`src/verilog/slapfight_pkg.sv`:
```
`default_nettype none

package slapfight_pkg;

	// =========================================================================
	// Widths
	// =========================================================================
	localparam int H_W      = 9;   // Horizontal pixel position
	localparam int V_W      = 8;   // Vertical line position
	localparam int ADDR_W   = 9;   // Shared write bus address
	localparam int DATA_W   = 12;  // Shared write bus data
	localparam int COLOUR_W = 8;   // Colour index, also the palette address
	localparam int CHAN_W   = 4;   // One colour channel

	// =========================================================================
	// Write bus address map
	// =========================================================================
	// Palette spans 0x000 to 0x0FF, data holds red 11:8, green 7:4, blue 3:0
	localparam logic [ADDR_W-1:0] PAL_BASE       = 9'h000;
	localparam logic [ADDR_W-1:0] REG_HSCROLL_LO = 9'h100;  // Data 7:0
	localparam logic [ADDR_W-1:0] REG_HSCROLL_HI = 9'h101;  // Data 0 is scroll bit 8
	localparam logic [ADDR_W-1:0] REG_VSCROLL    = 9'h102;  // Data 7:0
	localparam logic [ADDR_W-1:0] REG_FLIP       = 9'h103;  // Data 0

	// Low code bits that mark a layer pixel as opaque
	localparam int FG_OPAQUE_BITS = 2;
	localparam int SP_OPAQUE_BITS = 4;

	// =========================================================================
	// Shared structs
	// =========================================================================
	typedef struct packed {
		logic [H_W-1:0] h;
		logic [V_W-1:0] v;
	} coord_t;

	typedef struct packed {
		logic hsync;   // Active low
		logic vsync;   // Active low
		logic hblank;
		logic vblank;
	} sync_t;

	typedef struct packed {
		logic [COLOUR_W-1:0] fg;
		logic [COLOUR_W-1:0] sp;
		logic [COLOUR_W-1:0] bg;
	} layer_pix_t;

	typedef struct packed {
		logic [CHAN_W-1:0] r;
		logic [CHAN_W-1:0] g;
		logic [CHAN_W-1:0] b;
	} rgb_t;

	typedef struct packed {
		logic [ADDR_W-1:0] addr;
		logic [DATA_W-1:0] data;
	} bus_wr_t;

	// Sync released, both blanks active
	localparam sync_t SYNC_IDLE = '{hsync: 1'b1, vsync: 1'b1, hblank: 1'b1, vblank: 1'b1};

endpackage

`default_nettype wire
```
`src/verilog/slapfight_video.sv`:
```
`default_nettype none

module slapfight_video #(
	parameter int H_TOTAL      = 384,
	parameter int H_ACTIVE     = 256,
	parameter int H_SYNC_START = 288,
	parameter int H_SYNC_LEN   = 32,
	parameter int V_TOTAL      = 264,
	parameter int V_ACTIVE     = 240,
	parameter int V_SYNC_START = 244,
	parameter int V_SYNC_LEN   = 4
) (
	input  wire logic                       pixel_clk,
	input  wire logic                       RESET_n,
	// Writers
	input  wire slapfight_pkg::bus_wr_t     cpu_wr_i,
	input  wire logic                       cpu_wr_valid_i,
	output logic                            cpu_wr_ready_o,
	input  wire slapfight_pkg::bus_wr_t     dl_wr_i,
	input  wire logic                       dl_wr_valid_i,
	output logic                            dl_wr_ready_o,
	// Renderers
	input  wire slapfight_pkg::layer_pix_t  layer_pix_i,
	output slapfight_pkg::coord_t           pix_coord_o,
	output slapfight_pkg::coord_t           scroll_coord_o,
	// Display
	output slapfight_pkg::rgb_t             rgb_o,
	output slapfight_pkg::sync_t            sync_o
);

	slapfight_pkg::bus_wr_t             bus_wr;
	logic                               bus_wr_en;
	logic                               flip;
	slapfight_pkg::sync_t               timing_sync;
	slapfight_pkg::sync_t               mix_sync;
	logic [slapfight_pkg::COLOUR_W-1:0] colour_idx;

	write_arbiter u_arbiter (
		.pixel_clk   (pixel_clk),
		.RESET_n     (RESET_n),
		.cpu_wr_i    (cpu_wr_i),
		.cpu_valid_i (cpu_wr_valid_i),
		.cpu_ready_o (cpu_wr_ready_o),
		.dl_wr_i     (dl_wr_i),
		.dl_valid_i  (dl_wr_valid_i),
		.dl_ready_o  (dl_wr_ready_o),
		.bus_wr_o    (bus_wr),
		.bus_wr_en_o (bus_wr_en)
	);

	video_timing #(
		.H_TOTAL      (H_TOTAL),
		.H_ACTIVE     (H_ACTIVE),
		.H_SYNC_START (H_SYNC_START),
		.H_SYNC_LEN   (H_SYNC_LEN),
		.V_TOTAL      (V_TOTAL),
		.V_ACTIVE     (V_ACTIVE),
		.V_SYNC_START (V_SYNC_START),
		.V_SYNC_LEN   (V_SYNC_LEN)
	) u_timing (
		.pixel_clk   (pixel_clk),
		.RESET_n     (RESET_n),
		.flip_i      (flip),
		.pix_coord_o (pix_coord_o),
		.sync_o      (timing_sync)
	);

	scroll_regs u_scroll (
		.pixel_clk      (pixel_clk),
		.RESET_n        (RESET_n),
		.bus_wr_i       (bus_wr),
		.bus_wr_en_i    (bus_wr_en),
		.pix_coord_i    (pix_coord_o),
		.flip_o         (flip),
		.scroll_coord_o (scroll_coord_o)
	);

	// Two stages from pixel position to colour out
	layer_mixer u_mixer (
		.pixel_clk    (pixel_clk),
		.RESET_n      (RESET_n),
		.layer_pix_i  (layer_pix_i),
		.sync_i       (timing_sync),
		.colour_idx_o (colour_idx),
		.sync_o       (mix_sync)
	);

	palette_ram u_palette (
		.pixel_clk    (pixel_clk),
		.RESET_n      (RESET_n),
		.bus_wr_i     (bus_wr),
		.bus_wr_en_i  (bus_wr_en),
		.colour_idx_i (colour_idx),
		.sync_i       (mix_sync),
		.rgb_o        (rgb_o),
		.sync_o       (sync_o)
	);

endmodule

`default_nettype wire

```
`src/verilog/palette_ram.sv`:
```
`default_nettype none

module palette_ram (
	input  wire logic                         pixel_clk,
	input  wire logic                         RESET_n,
	input  wire slapfight_pkg::bus_wr_t       bus_wr_i,
	input  wire logic                         bus_wr_en_i,
	input  wire logic [slapfight_pkg::COLOUR_W-1:0] colour_idx_i,
	input  wire slapfight_pkg::sync_t         sync_i,
	output slapfight_pkg::rgb_t               rgb_o,
	output slapfight_pkg::sync_t              sync_o
);

	localparam int CW          = slapfight_pkg::COLOUR_W;
	localparam int AW          = slapfight_pkg::ADDR_W;
	localparam int PAL_ENTRIES = 2 ** CW;

	slapfight_pkg::rgb_t pal_mem [PAL_ENTRIES];
	logic                pal_we;

	// Upper address bits pick the palette window
	assign pal_we = bus_wr_en_i &&
		(bus_wr_i.addr[AW-1:CW] == slapfight_pkg::PAL_BASE[AW-1:CW]);

	// =========================================================================
	// Colour memory
	// =========================================================================
	always_ff @(posedge pixel_clk) begin
		if (pal_we) begin
			pal_mem[bus_wr_i.addr[CW-1:0]] <= slapfight_pkg::rgb_t'(bus_wr_i.data);
		end
	end

	// Same-edge write shows up on the following read
	always_ff @(posedge pixel_clk or negedge RESET_n) begin
		if (!RESET_n) begin
			rgb_o  <= '0;
			sync_o <= slapfight_pkg::SYNC_IDLE;
		end else begin
			rgb_o  <= pal_mem[colour_idx_i];
			sync_o <= sync_i;  // Matches the lookup stage
		end
	end

endmodule

`default_nettype wire

```
`src/verilog/layer_mixer.sv`:
```
`default_nettype none

module layer_mixer (
	input  wire logic                       pixel_clk,
	input  wire logic                       RESET_n,
	input  wire slapfight_pkg::layer_pix_t  layer_pix_i,
	input  wire slapfight_pkg::sync_t       sync_i,
	output logic [slapfight_pkg::COLOUR_W-1:0] colour_idx_o,
	output slapfight_pkg::sync_t            sync_o
);

	logic [slapfight_pkg::COLOUR_W-1:0] colour_sel;

	// Foreground over sprites over background
	always_comb begin
		if (|layer_pix_i.fg[slapfight_pkg::FG_OPAQUE_BITS-1:0]) begin
			colour_sel = layer_pix_i.fg;
		end else if (|layer_pix_i.sp[slapfight_pkg::SP_OPAQUE_BITS-1:0]) begin
			colour_sel = layer_pix_i.sp;
		end else begin
			colour_sel = layer_pix_i.bg;  // Background is always opaque
		end
	end

	always_ff @(posedge pixel_clk) begin
		colour_idx_o <= colour_sel;
	end

	// Sync rides along with the pixel
	always_ff @(posedge pixel_clk or negedge RESET_n) begin
		if (!RESET_n) begin
			sync_o <= slapfight_pkg::SYNC_IDLE;
		end else begin
			sync_o <= sync_i;
		end
	end

endmodule

`default_nettype wire

```
`src/verilog/write_arbiter.sv`:
```
`default_nettype none

module write_arbiter (
	input  wire logic                    pixel_clk,
	input  wire logic                    RESET_n,
	input  wire slapfight_pkg::bus_wr_t  cpu_wr_i,
	input  wire logic                    cpu_valid_i,
	output logic                         cpu_ready_o,
	input  wire slapfight_pkg::bus_wr_t  dl_wr_i,
	input  wire logic                    dl_valid_i,
	output logic                         dl_ready_o,
	output slapfight_pkg::bus_wr_t       bus_wr_o,
	output logic                         bus_wr_en_o
);

	logic grant_cpu;
	logic grant_dl;
	logic last_dl;  // Last accepted write came from the download port

	// =========================================================================
	// Round-robin grant
	// =========================================================================
	always_comb begin
		if (cpu_valid_i && dl_valid_i) begin
			grant_dl  = !last_dl;  // Contention goes to whoever waited
			grant_cpu = last_dl;
		end else begin
			grant_dl  = dl_valid_i;
			grant_cpu = cpu_valid_i;
		end
	end

	assign cpu_ready_o = grant_cpu;
	assign dl_ready_o  = grant_dl;

	// Cleared state lets the download port win the first contention
	always_ff @(posedge pixel_clk or negedge RESET_n) begin
		if (!RESET_n) begin
			last_dl     <= 1'b0;
			bus_wr_en_o <= 1'b0;
		end else begin
			bus_wr_en_o <= grant_cpu || grant_dl;  // One pulse per accepted write
			if (grant_cpu || grant_dl) begin
				last_dl <= grant_dl;
			end
		end
	end

	// Winner's request onto the bus
	always_ff @(posedge pixel_clk) begin
		if (grant_dl) begin
			bus_wr_o <= dl_wr_i;
		end else if (grant_cpu) begin
			bus_wr_o <= cpu_wr_i;
		end
	end

	// =========================================================================
	// Checks
	// =========================================================================
	assert property (@(posedge pixel_clk) disable iff (!RESET_n)
		!(cpu_ready_o && dl_ready_o));

	assert property (@(posedge pixel_clk) disable iff (!RESET_n)
		($rose(cpu_ready_o) |-> cpu_valid_i) and ($rose(dl_ready_o) |-> dl_valid_i));

	// A writer that lost the contention is served on the next cycle
	assert property (@(posedge pixel_clk) disable iff (!RESET_n)
		(dl_ready_o && cpu_valid_i) |=> cpu_ready_o);

endmodule

`default_nettype wire

```
`src/verilog/scroll_regs.sv`:
```
`default_nettype none

module scroll_regs (
	input  wire logic                    pixel_clk,
	input  wire logic                    RESET_n,
	input  wire slapfight_pkg::bus_wr_t  bus_wr_i,
	input  wire logic                    bus_wr_en_i,
	input  wire slapfight_pkg::coord_t   pix_coord_i,
	output logic                         flip_o,
	output slapfight_pkg::coord_t        scroll_coord_o
);

	logic [slapfight_pkg::H_W-1:0] hscroll;
	logic [slapfight_pkg::V_W-1:0] vscroll;

	// =========================================================================
	// Register writes from the shared bus
	// =========================================================================
	always_ff @(posedge pixel_clk or negedge RESET_n) begin
		if (!RESET_n) begin
			hscroll <= '0;
			vscroll <= '0;
			flip_o  <= 1'b0;
		end else if (bus_wr_en_i) begin
			case (bus_wr_i.addr)
				slapfight_pkg::REG_HSCROLL_LO: begin
					hscroll[7:0] <= bus_wr_i.data[7:0];
				end
				slapfight_pkg::REG_HSCROLL_HI: begin
					hscroll[8] <= bus_wr_i.data[0];
				end
				slapfight_pkg::REG_VSCROLL: begin
					vscroll <= bus_wr_i.data[7:0];
				end
				slapfight_pkg::REG_FLIP: begin
					flip_o <= bus_wr_i.data[0];
				end
				default: begin
					// Palette and unused addresses
				end
			endcase
		end
	end

	// =========================================================================
	// Scroll adders
	// =========================================================================
	// Both sums wrap at their own width, 512 across and 256 down
	always_ff @(posedge pixel_clk) begin
		scroll_coord_o.h <= pix_coord_i.h + hscroll;
		scroll_coord_o.v <= pix_coord_i.v + vscroll;
	end

endmodule

`default_nettype wire

```
`src/verilog/video_timing.sv`:
```
`default_nettype none

module video_timing #(
	parameter int H_TOTAL      = 384,
	parameter int H_ACTIVE     = 256,
	parameter int H_SYNC_START = 288,
	parameter int H_SYNC_LEN   = 32,
	parameter int V_TOTAL      = 264,
	parameter int V_ACTIVE     = 240,
	parameter int V_SYNC_START = 244,
	parameter int V_SYNC_LEN   = 4
) (
	input  wire logic                  pixel_clk,
	input  wire logic                  RESET_n,
	input  wire logic                  flip_i,
	output slapfight_pkg::coord_t      pix_coord_o,
	output slapfight_pkg::sync_t       sync_o
);

	localparam int HC_W = slapfight_pkg::H_W;
	localparam int VC_W = slapfight_pkg::V_W + 1;  // Line count goes past 255

	localparam logic [HC_W-1:0] H_LAST = HC_W'(H_TOTAL - 1);
	localparam logic [HC_W-1:0] H_ACT  = HC_W'(H_ACTIVE);
	localparam logic [HC_W-1:0] HS_BEG = HC_W'(H_SYNC_START);
	localparam logic [HC_W-1:0] HS_END = HC_W'(H_SYNC_START + H_SYNC_LEN);
	localparam logic [VC_W-1:0] V_LAST = VC_W'(V_TOTAL - 1);
	localparam logic [VC_W-1:0] V_ACT  = VC_W'(V_ACTIVE);
	localparam logic [VC_W-1:0] VS_BEG = VC_W'(V_SYNC_START);
	localparam logic [VC_W-1:0] VS_END = VC_W'(V_SYNC_START + V_SYNC_LEN);

	logic [HC_W-1:0]       h_cnt;
	logic [VC_W-1:0]       v_cnt;
	slapfight_pkg::coord_t pos_next;
	slapfight_pkg::sync_t  sync_next;

	// =========================================================================
	// Pixel and line counters
	// =========================================================================
	always_ff @(posedge pixel_clk or negedge RESET_n) begin
		if (!RESET_n) begin
			h_cnt <= '0;
			v_cnt <= '0;
		end else if (h_cnt == H_LAST) begin
			h_cnt <= '0;
			v_cnt <= (v_cnt == V_LAST) ? '0 : v_cnt + 1'b1;  // Next line or next frame
		end else begin
			h_cnt <= h_cnt + 1'b1;
		end
	end

	// Flip mirrors the position only, sync and blank follow the raw counts
	always_comb begin
		if (flip_i) begin
			pos_next.h = H_LAST - h_cnt;
			pos_next.v = 8'd255 - v_cnt[slapfight_pkg::V_W-1:0];
		end else begin
			pos_next.h = h_cnt;
			pos_next.v = v_cnt[slapfight_pkg::V_W-1:0];
		end
		sync_next.hsync  = !(h_cnt >= HS_BEG && h_cnt < HS_END);
		sync_next.vsync  = !(v_cnt >= VS_BEG && v_cnt < VS_END);
		sync_next.hblank = (h_cnt >= H_ACT);
		sync_next.vblank = (v_cnt >= V_ACT);
	end

	always_ff @(posedge pixel_clk or negedge RESET_n) begin
		if (!RESET_n) begin
			pix_coord_o <= '0;
			sync_o      <= slapfight_pkg::SYNC_IDLE;
		end else begin
			pix_coord_o <= pos_next;
			sync_o      <= sync_next;
		end
	end

	// Mirrored or not, the pixel stays inside the line
	assert property (@(posedge pixel_clk) disable iff (!RESET_n)
		pix_coord_o.h < H_TOTAL);

endmodule

`default_nettype wire

```
`config.mk`:
```
export PLATFORM = sky130hd
export DESIGN_NAME = slapfight_video
export DESIGN_NICKNAME = d
export VERILOG_FILES = /design/src/verilog/slapfight_pkg.sv /design/src/verilog/slapfight_video.sv /design/src/verilog/palette_ram.sv /design/src/verilog/layer_mixer.sv /design/src/verilog/write_arbiter.sv /design/src/verilog/scroll_regs.sv /design/src/verilog/video_timing.sv
export SDC_FILE = /design/constraint.sdc
export NUM_CORES = 2
export LEC_CHECK = 0
export BUFFER_PORTS_ARGS = -buffer_cell sky130_fd_sc_hd__buf_4
export CAP_MARGIN = 20
export CELL_PAD_IN_SITES_DETAIL_PLACEMENT = 1
export CELL_PAD_IN_SITES_GLOBAL_PLACEMENT = 2
export CORE_MARGIN = 2
export CORE_UTILIZATION = 45
export DETAILED_ROUTE_END_ITERATION = 16
export PLACE_DENSITY = 0.73
export SLEW_MARGIN = 10
export SYNTH_ARGS = -nofsm -noshare
export SYNTH_HDL_FRONTEND = slang
export SYNTH_SLANG_ARGS = --single-unit
```
`constraint.sdc`:
```
create_clock -name pixel_clk -period 7.7 [get_ports pixel_clk]
set_clock_uncertainty 0.05 [all_clocks]
set_input_delay 0.385 -clock pixel_clk [delete_from_list [all_inputs] [get_ports pixel_clk]]
set_output_delay 0.385 -clock pixel_clk [all_outputs]
set_load 0.01 [all_outputs]
```
==> summary.md <==
| Metric | Value |
|---|---|
| Slowest cell on crit path | `a221oi_1` |
| FF-to-FF End | `u_palette.rgb_o[4]` |
| Total GRT Usage | `0.245` |
| Row cnt | `191` |
| R2r worst-path depth | `8` |
| Port Buf Inserts | `121` |
| First-pass GRT wire length | `488,000 um` |
| CORE AREA | `0.271 sq mm` |
| Largest family of logic cells by synthesized area | `multiplexers` |
| Clock buffer depth | `4` |
| PwrDens | `272 mW/mm^2` |
| Worst R2R Setup Slack | `2.88 ns` |
| Status | `complete, no violations` |
| Slew @ Worst Pin | `1.43 ns` |
| Post-synthesis instance area | `0.123 sq mm` |
| Synth Area in Compound Gates | `0.0367` |
| DR vias | `62,400` |
| Wirelength per Cell | `33.5 um` |
| Crit path max fanout | `36` |
| Delay-heaviest family, CP | `compound AO/OA/AOI/OAI gates` |
| Slew Limit Headroom | `0.0450` |
| Post-synthesis sequential area ratio | `0.777` |
| YS warnings | `0` |
| Pre-CTS WS | `3.05 ns` |
| Post-synth EDFFs | `3,093` |
| Ports | `122` |
| Avg Cell Area, Syn | `21.3 sq um` |
| Worst Setup End Kind | `flop` |
| Mux share of post-synthesis cell area | `0.143` |
| Post-CTS Setup Repair Bufs | `0` |
| Fin nets | `6,424` |
| Minimum clock period | `4.82 ns` |
| Critical register-to-register path startpoint | `u_mixer.colour_idx_o[1]` |
| Crit start category | `flop` |
| Worst VDD drop | `0.203 mV` |
| Num CTS Buffers | `332` |
| Post-synthesis simple-gate area fraction | `0.0211` |
| Worst Hold Class | `primary input to flop` |
| Commonest cells after routing, fill and taps aside | `edfxtp_1, mux4_2, buf_4` |
| Routed vias/inst | `6.14` |
| Synth Area in XOR/XNOR | `0.00293` |
| WP depth | `8` |
| Die height | `526 um` |
| Synth area leaders | `edfxtp_1, mux4_2, mux2i_1` |
| Mapped Cells | `5,771` |
| Synth unique cells | `67` |
| Synth top area share | `0.757` |
| Setup CP Type | `flop to flop` |
| Peak per-stage delay on the critical path | `0.95 ns` |
| Cells along the critical path | `buf_4 -> buf_4 -> mux4_2 -> a22o_1 -> a221oi_1 -> o32ai_1 -> nor3_1 -> nor3_1` |
| Clock-pin slew on the worst setup and hold paths | `0.07 ns` |
| Yosys top cell by area | `edfxtp_1` |
| Die W | `526 um` |
| Clock sink count | `3,197` |
| Setup violators final | `0` |
| Vias in the first global route | `64,400` |
| Fmax | `208 MHz` |
| Setup_tns | `0 ns` |
| Layout cells sized above 1 | `0.266` |
| Syn-to-layout area delta | `14.9%` |
| Setup WS post-layout | `2.88 ns` |
| Largest net degree at the start of global routing | `209` |
| Filler cell count | `23,800` |
| Final Cell Area | `0.141 sq mm` |
| Root buffer cell | `clkbuf_16` |
| Final hold viol count | `0` |
| Antenna violations before repair | `17` |
| Fin crit share | `0.626` |
| H-Tree Depth | `5` |
| FF+latch count, synth | `3,197` |
| Post-Syn Nets | `5,864` |
| Hold slack | `0.247 ns` |
| DRT antenna net count | `0` |
| CTS tree | `built` |
| Critical Path Sink | `u_palette.rgb_o[4]` |
| DRC | `0` |
| Synth Area in Adders | `0.00247` |
| Max-slew violations | `0` |
| First-pass detailed-route iteration total | `5` |
| Clock insertion delay at the later pin of the skew report | `0.89 ns` |
| Commonest non-fill, non-tap cell in the layout | `edfxtp_1` |
| Primary FF master, synth | `edfxtp_1` |
| Post-DP HPWL | `204,000 um` |
| Die area | `0.277 sq mm` |
| Total grt overflow | `0` |
| Fin util | `0.520` |
| DRT Wirelength | `340,000 um` |
| Ys async rst share | `0.0247` |
| Hold_sp | `dl_wr_valid_i` |
| Starting density of the core | `0.453` |
| DRT iter0 DRCs | `7,704` |
| Static leakage | `0.0455 uW` |
| CP Buf/Inv Count | `2` |
| Crit path required time | `8.38 ns` |
| Max cap viols | `0` |
| Launch point of the worst path | `u_mixer.colour_idx_o[1]` |
| Routability congestion estimate | `0.833` |
| Unrepaired setup endpoints after global routing | `no` |
| Cell Area, Placed | `0.130 sq mm` |
| Critical Path AT | `5.50 ns` |
## synthesized netlist by cell type (23+ instances only)
cell	number
a21oi_1	188
a22oi_1	246
buf_2	54
buf_4	48
buf_6	23
clkbuf_1	174
dfrtp_1	67
dfxtp_1	25
edfxtp_1	3093
mux2_2	43
mux2i_1	219
mux4_2	662
nand2_1	64
nand3_1	46
nor2_1	293
nor3_1	43
nor4_1	44
o21ai_0	28
o221ai_1	59
o22ai_1	59
## per-stage QoR
step           total power [uW]  cells
2_1_floorplan             21400   5771
3_3_place_gp              22500   9440
3_5_place_dp              22600   9495
4_1_cts                   38500  10100
5_1_grt                   39300  10200
6_report                  38300  10200
## how the worst min path moves through the flow
| stage | end | cells after the start |
|---|---|---|
| floorplan | u_arbiter.bus_wr_en_o | 0 |
| global placement | u_mixer.sync_o[1] | 0 |
| detailed placement | u_palette.sync_o[3] | 0 |
| CTS | u_arbiter.bus_wr_en_o | 2 |
| global route | u_arbiter.bus_wr_o[0] | 3 |
| finish | u_arbiter.bus_wr_en_o | 2 |
## per-layer routing
metal,track usage,up-vias,routed length [um]
met5,0,-,37
met4,0.0706,6,10200
met3,0.0442,479,26900
met2,0.385,2720,162000
met1,0.352,33900,141000
li1,-,25300,-
## kinds of logic after synthesis
kind of cell / after synthesis
flip-flops: 3197
multiplexers: 924
AO/OA/AOI/OAI: 665
AND/OR/NAND/NOR: 565
buffers and inverters: 356
XOR/XNOR: 41
adder cells (fa/ha/maj): 23
## state kept, by name, summed over array words and instances, names as in the netlist, 4 cells and up
signal	cells
u_scroll.hscroll	9
u_arbiter.bus_wr_o	21
u_scroll.scroll_coord_o	17
u_timing.sync_o	4
u_scroll.vscroll	8
u_mixer.sync_o	4
u_mixer.colour_idx_o	8
u_palette.rgb_o	12
u_palette.pal_mem	3072
u_palette.sync_o	4
u_timing.pix_coord_o	17
u_timing.v_cnt	9
u_timing.h_cnt	9
## report_power, final
part           internal [uW]  switching [uW]  total [uW]  leakage [uW]
Clock                   9360            6690       16000       0.00522
Sequential             19400             140       19600        0.0290
Combinational            854            1840        2690        0.0113
## cell type report
cell class              instances  area (sq um)  area share
diodes                          2          5.00   0.0000355
well taps                    3570          4470      0.0317
inverters                      17          63.8    0.000453
repair buffers                565          4780      0.0339
clock inverters               164          1830      0.0129
flip-flops and latches       3197         95400       0.676
clock buffers                 421          8860      0.0628
multi-input cells            2218         25600       0.182
## worst reg2reg max path, stage by stage (launching register included)
cell	delay, ns
dfxtp_4	0.79
buf_4	0.64
buf_4	0.43
mux4_2	0.38
a22o_1	0.31
a221oi_1	0.95
o32ai_1	0.39
nor3_1	0.62
nor3_1	0.12
## what timing repair did
action	in CTS	in global routing
resized for setup	0	0
hold buffers	67	0
hold endpoints to repair	47	0
Power figures use the tool's default switching activity.
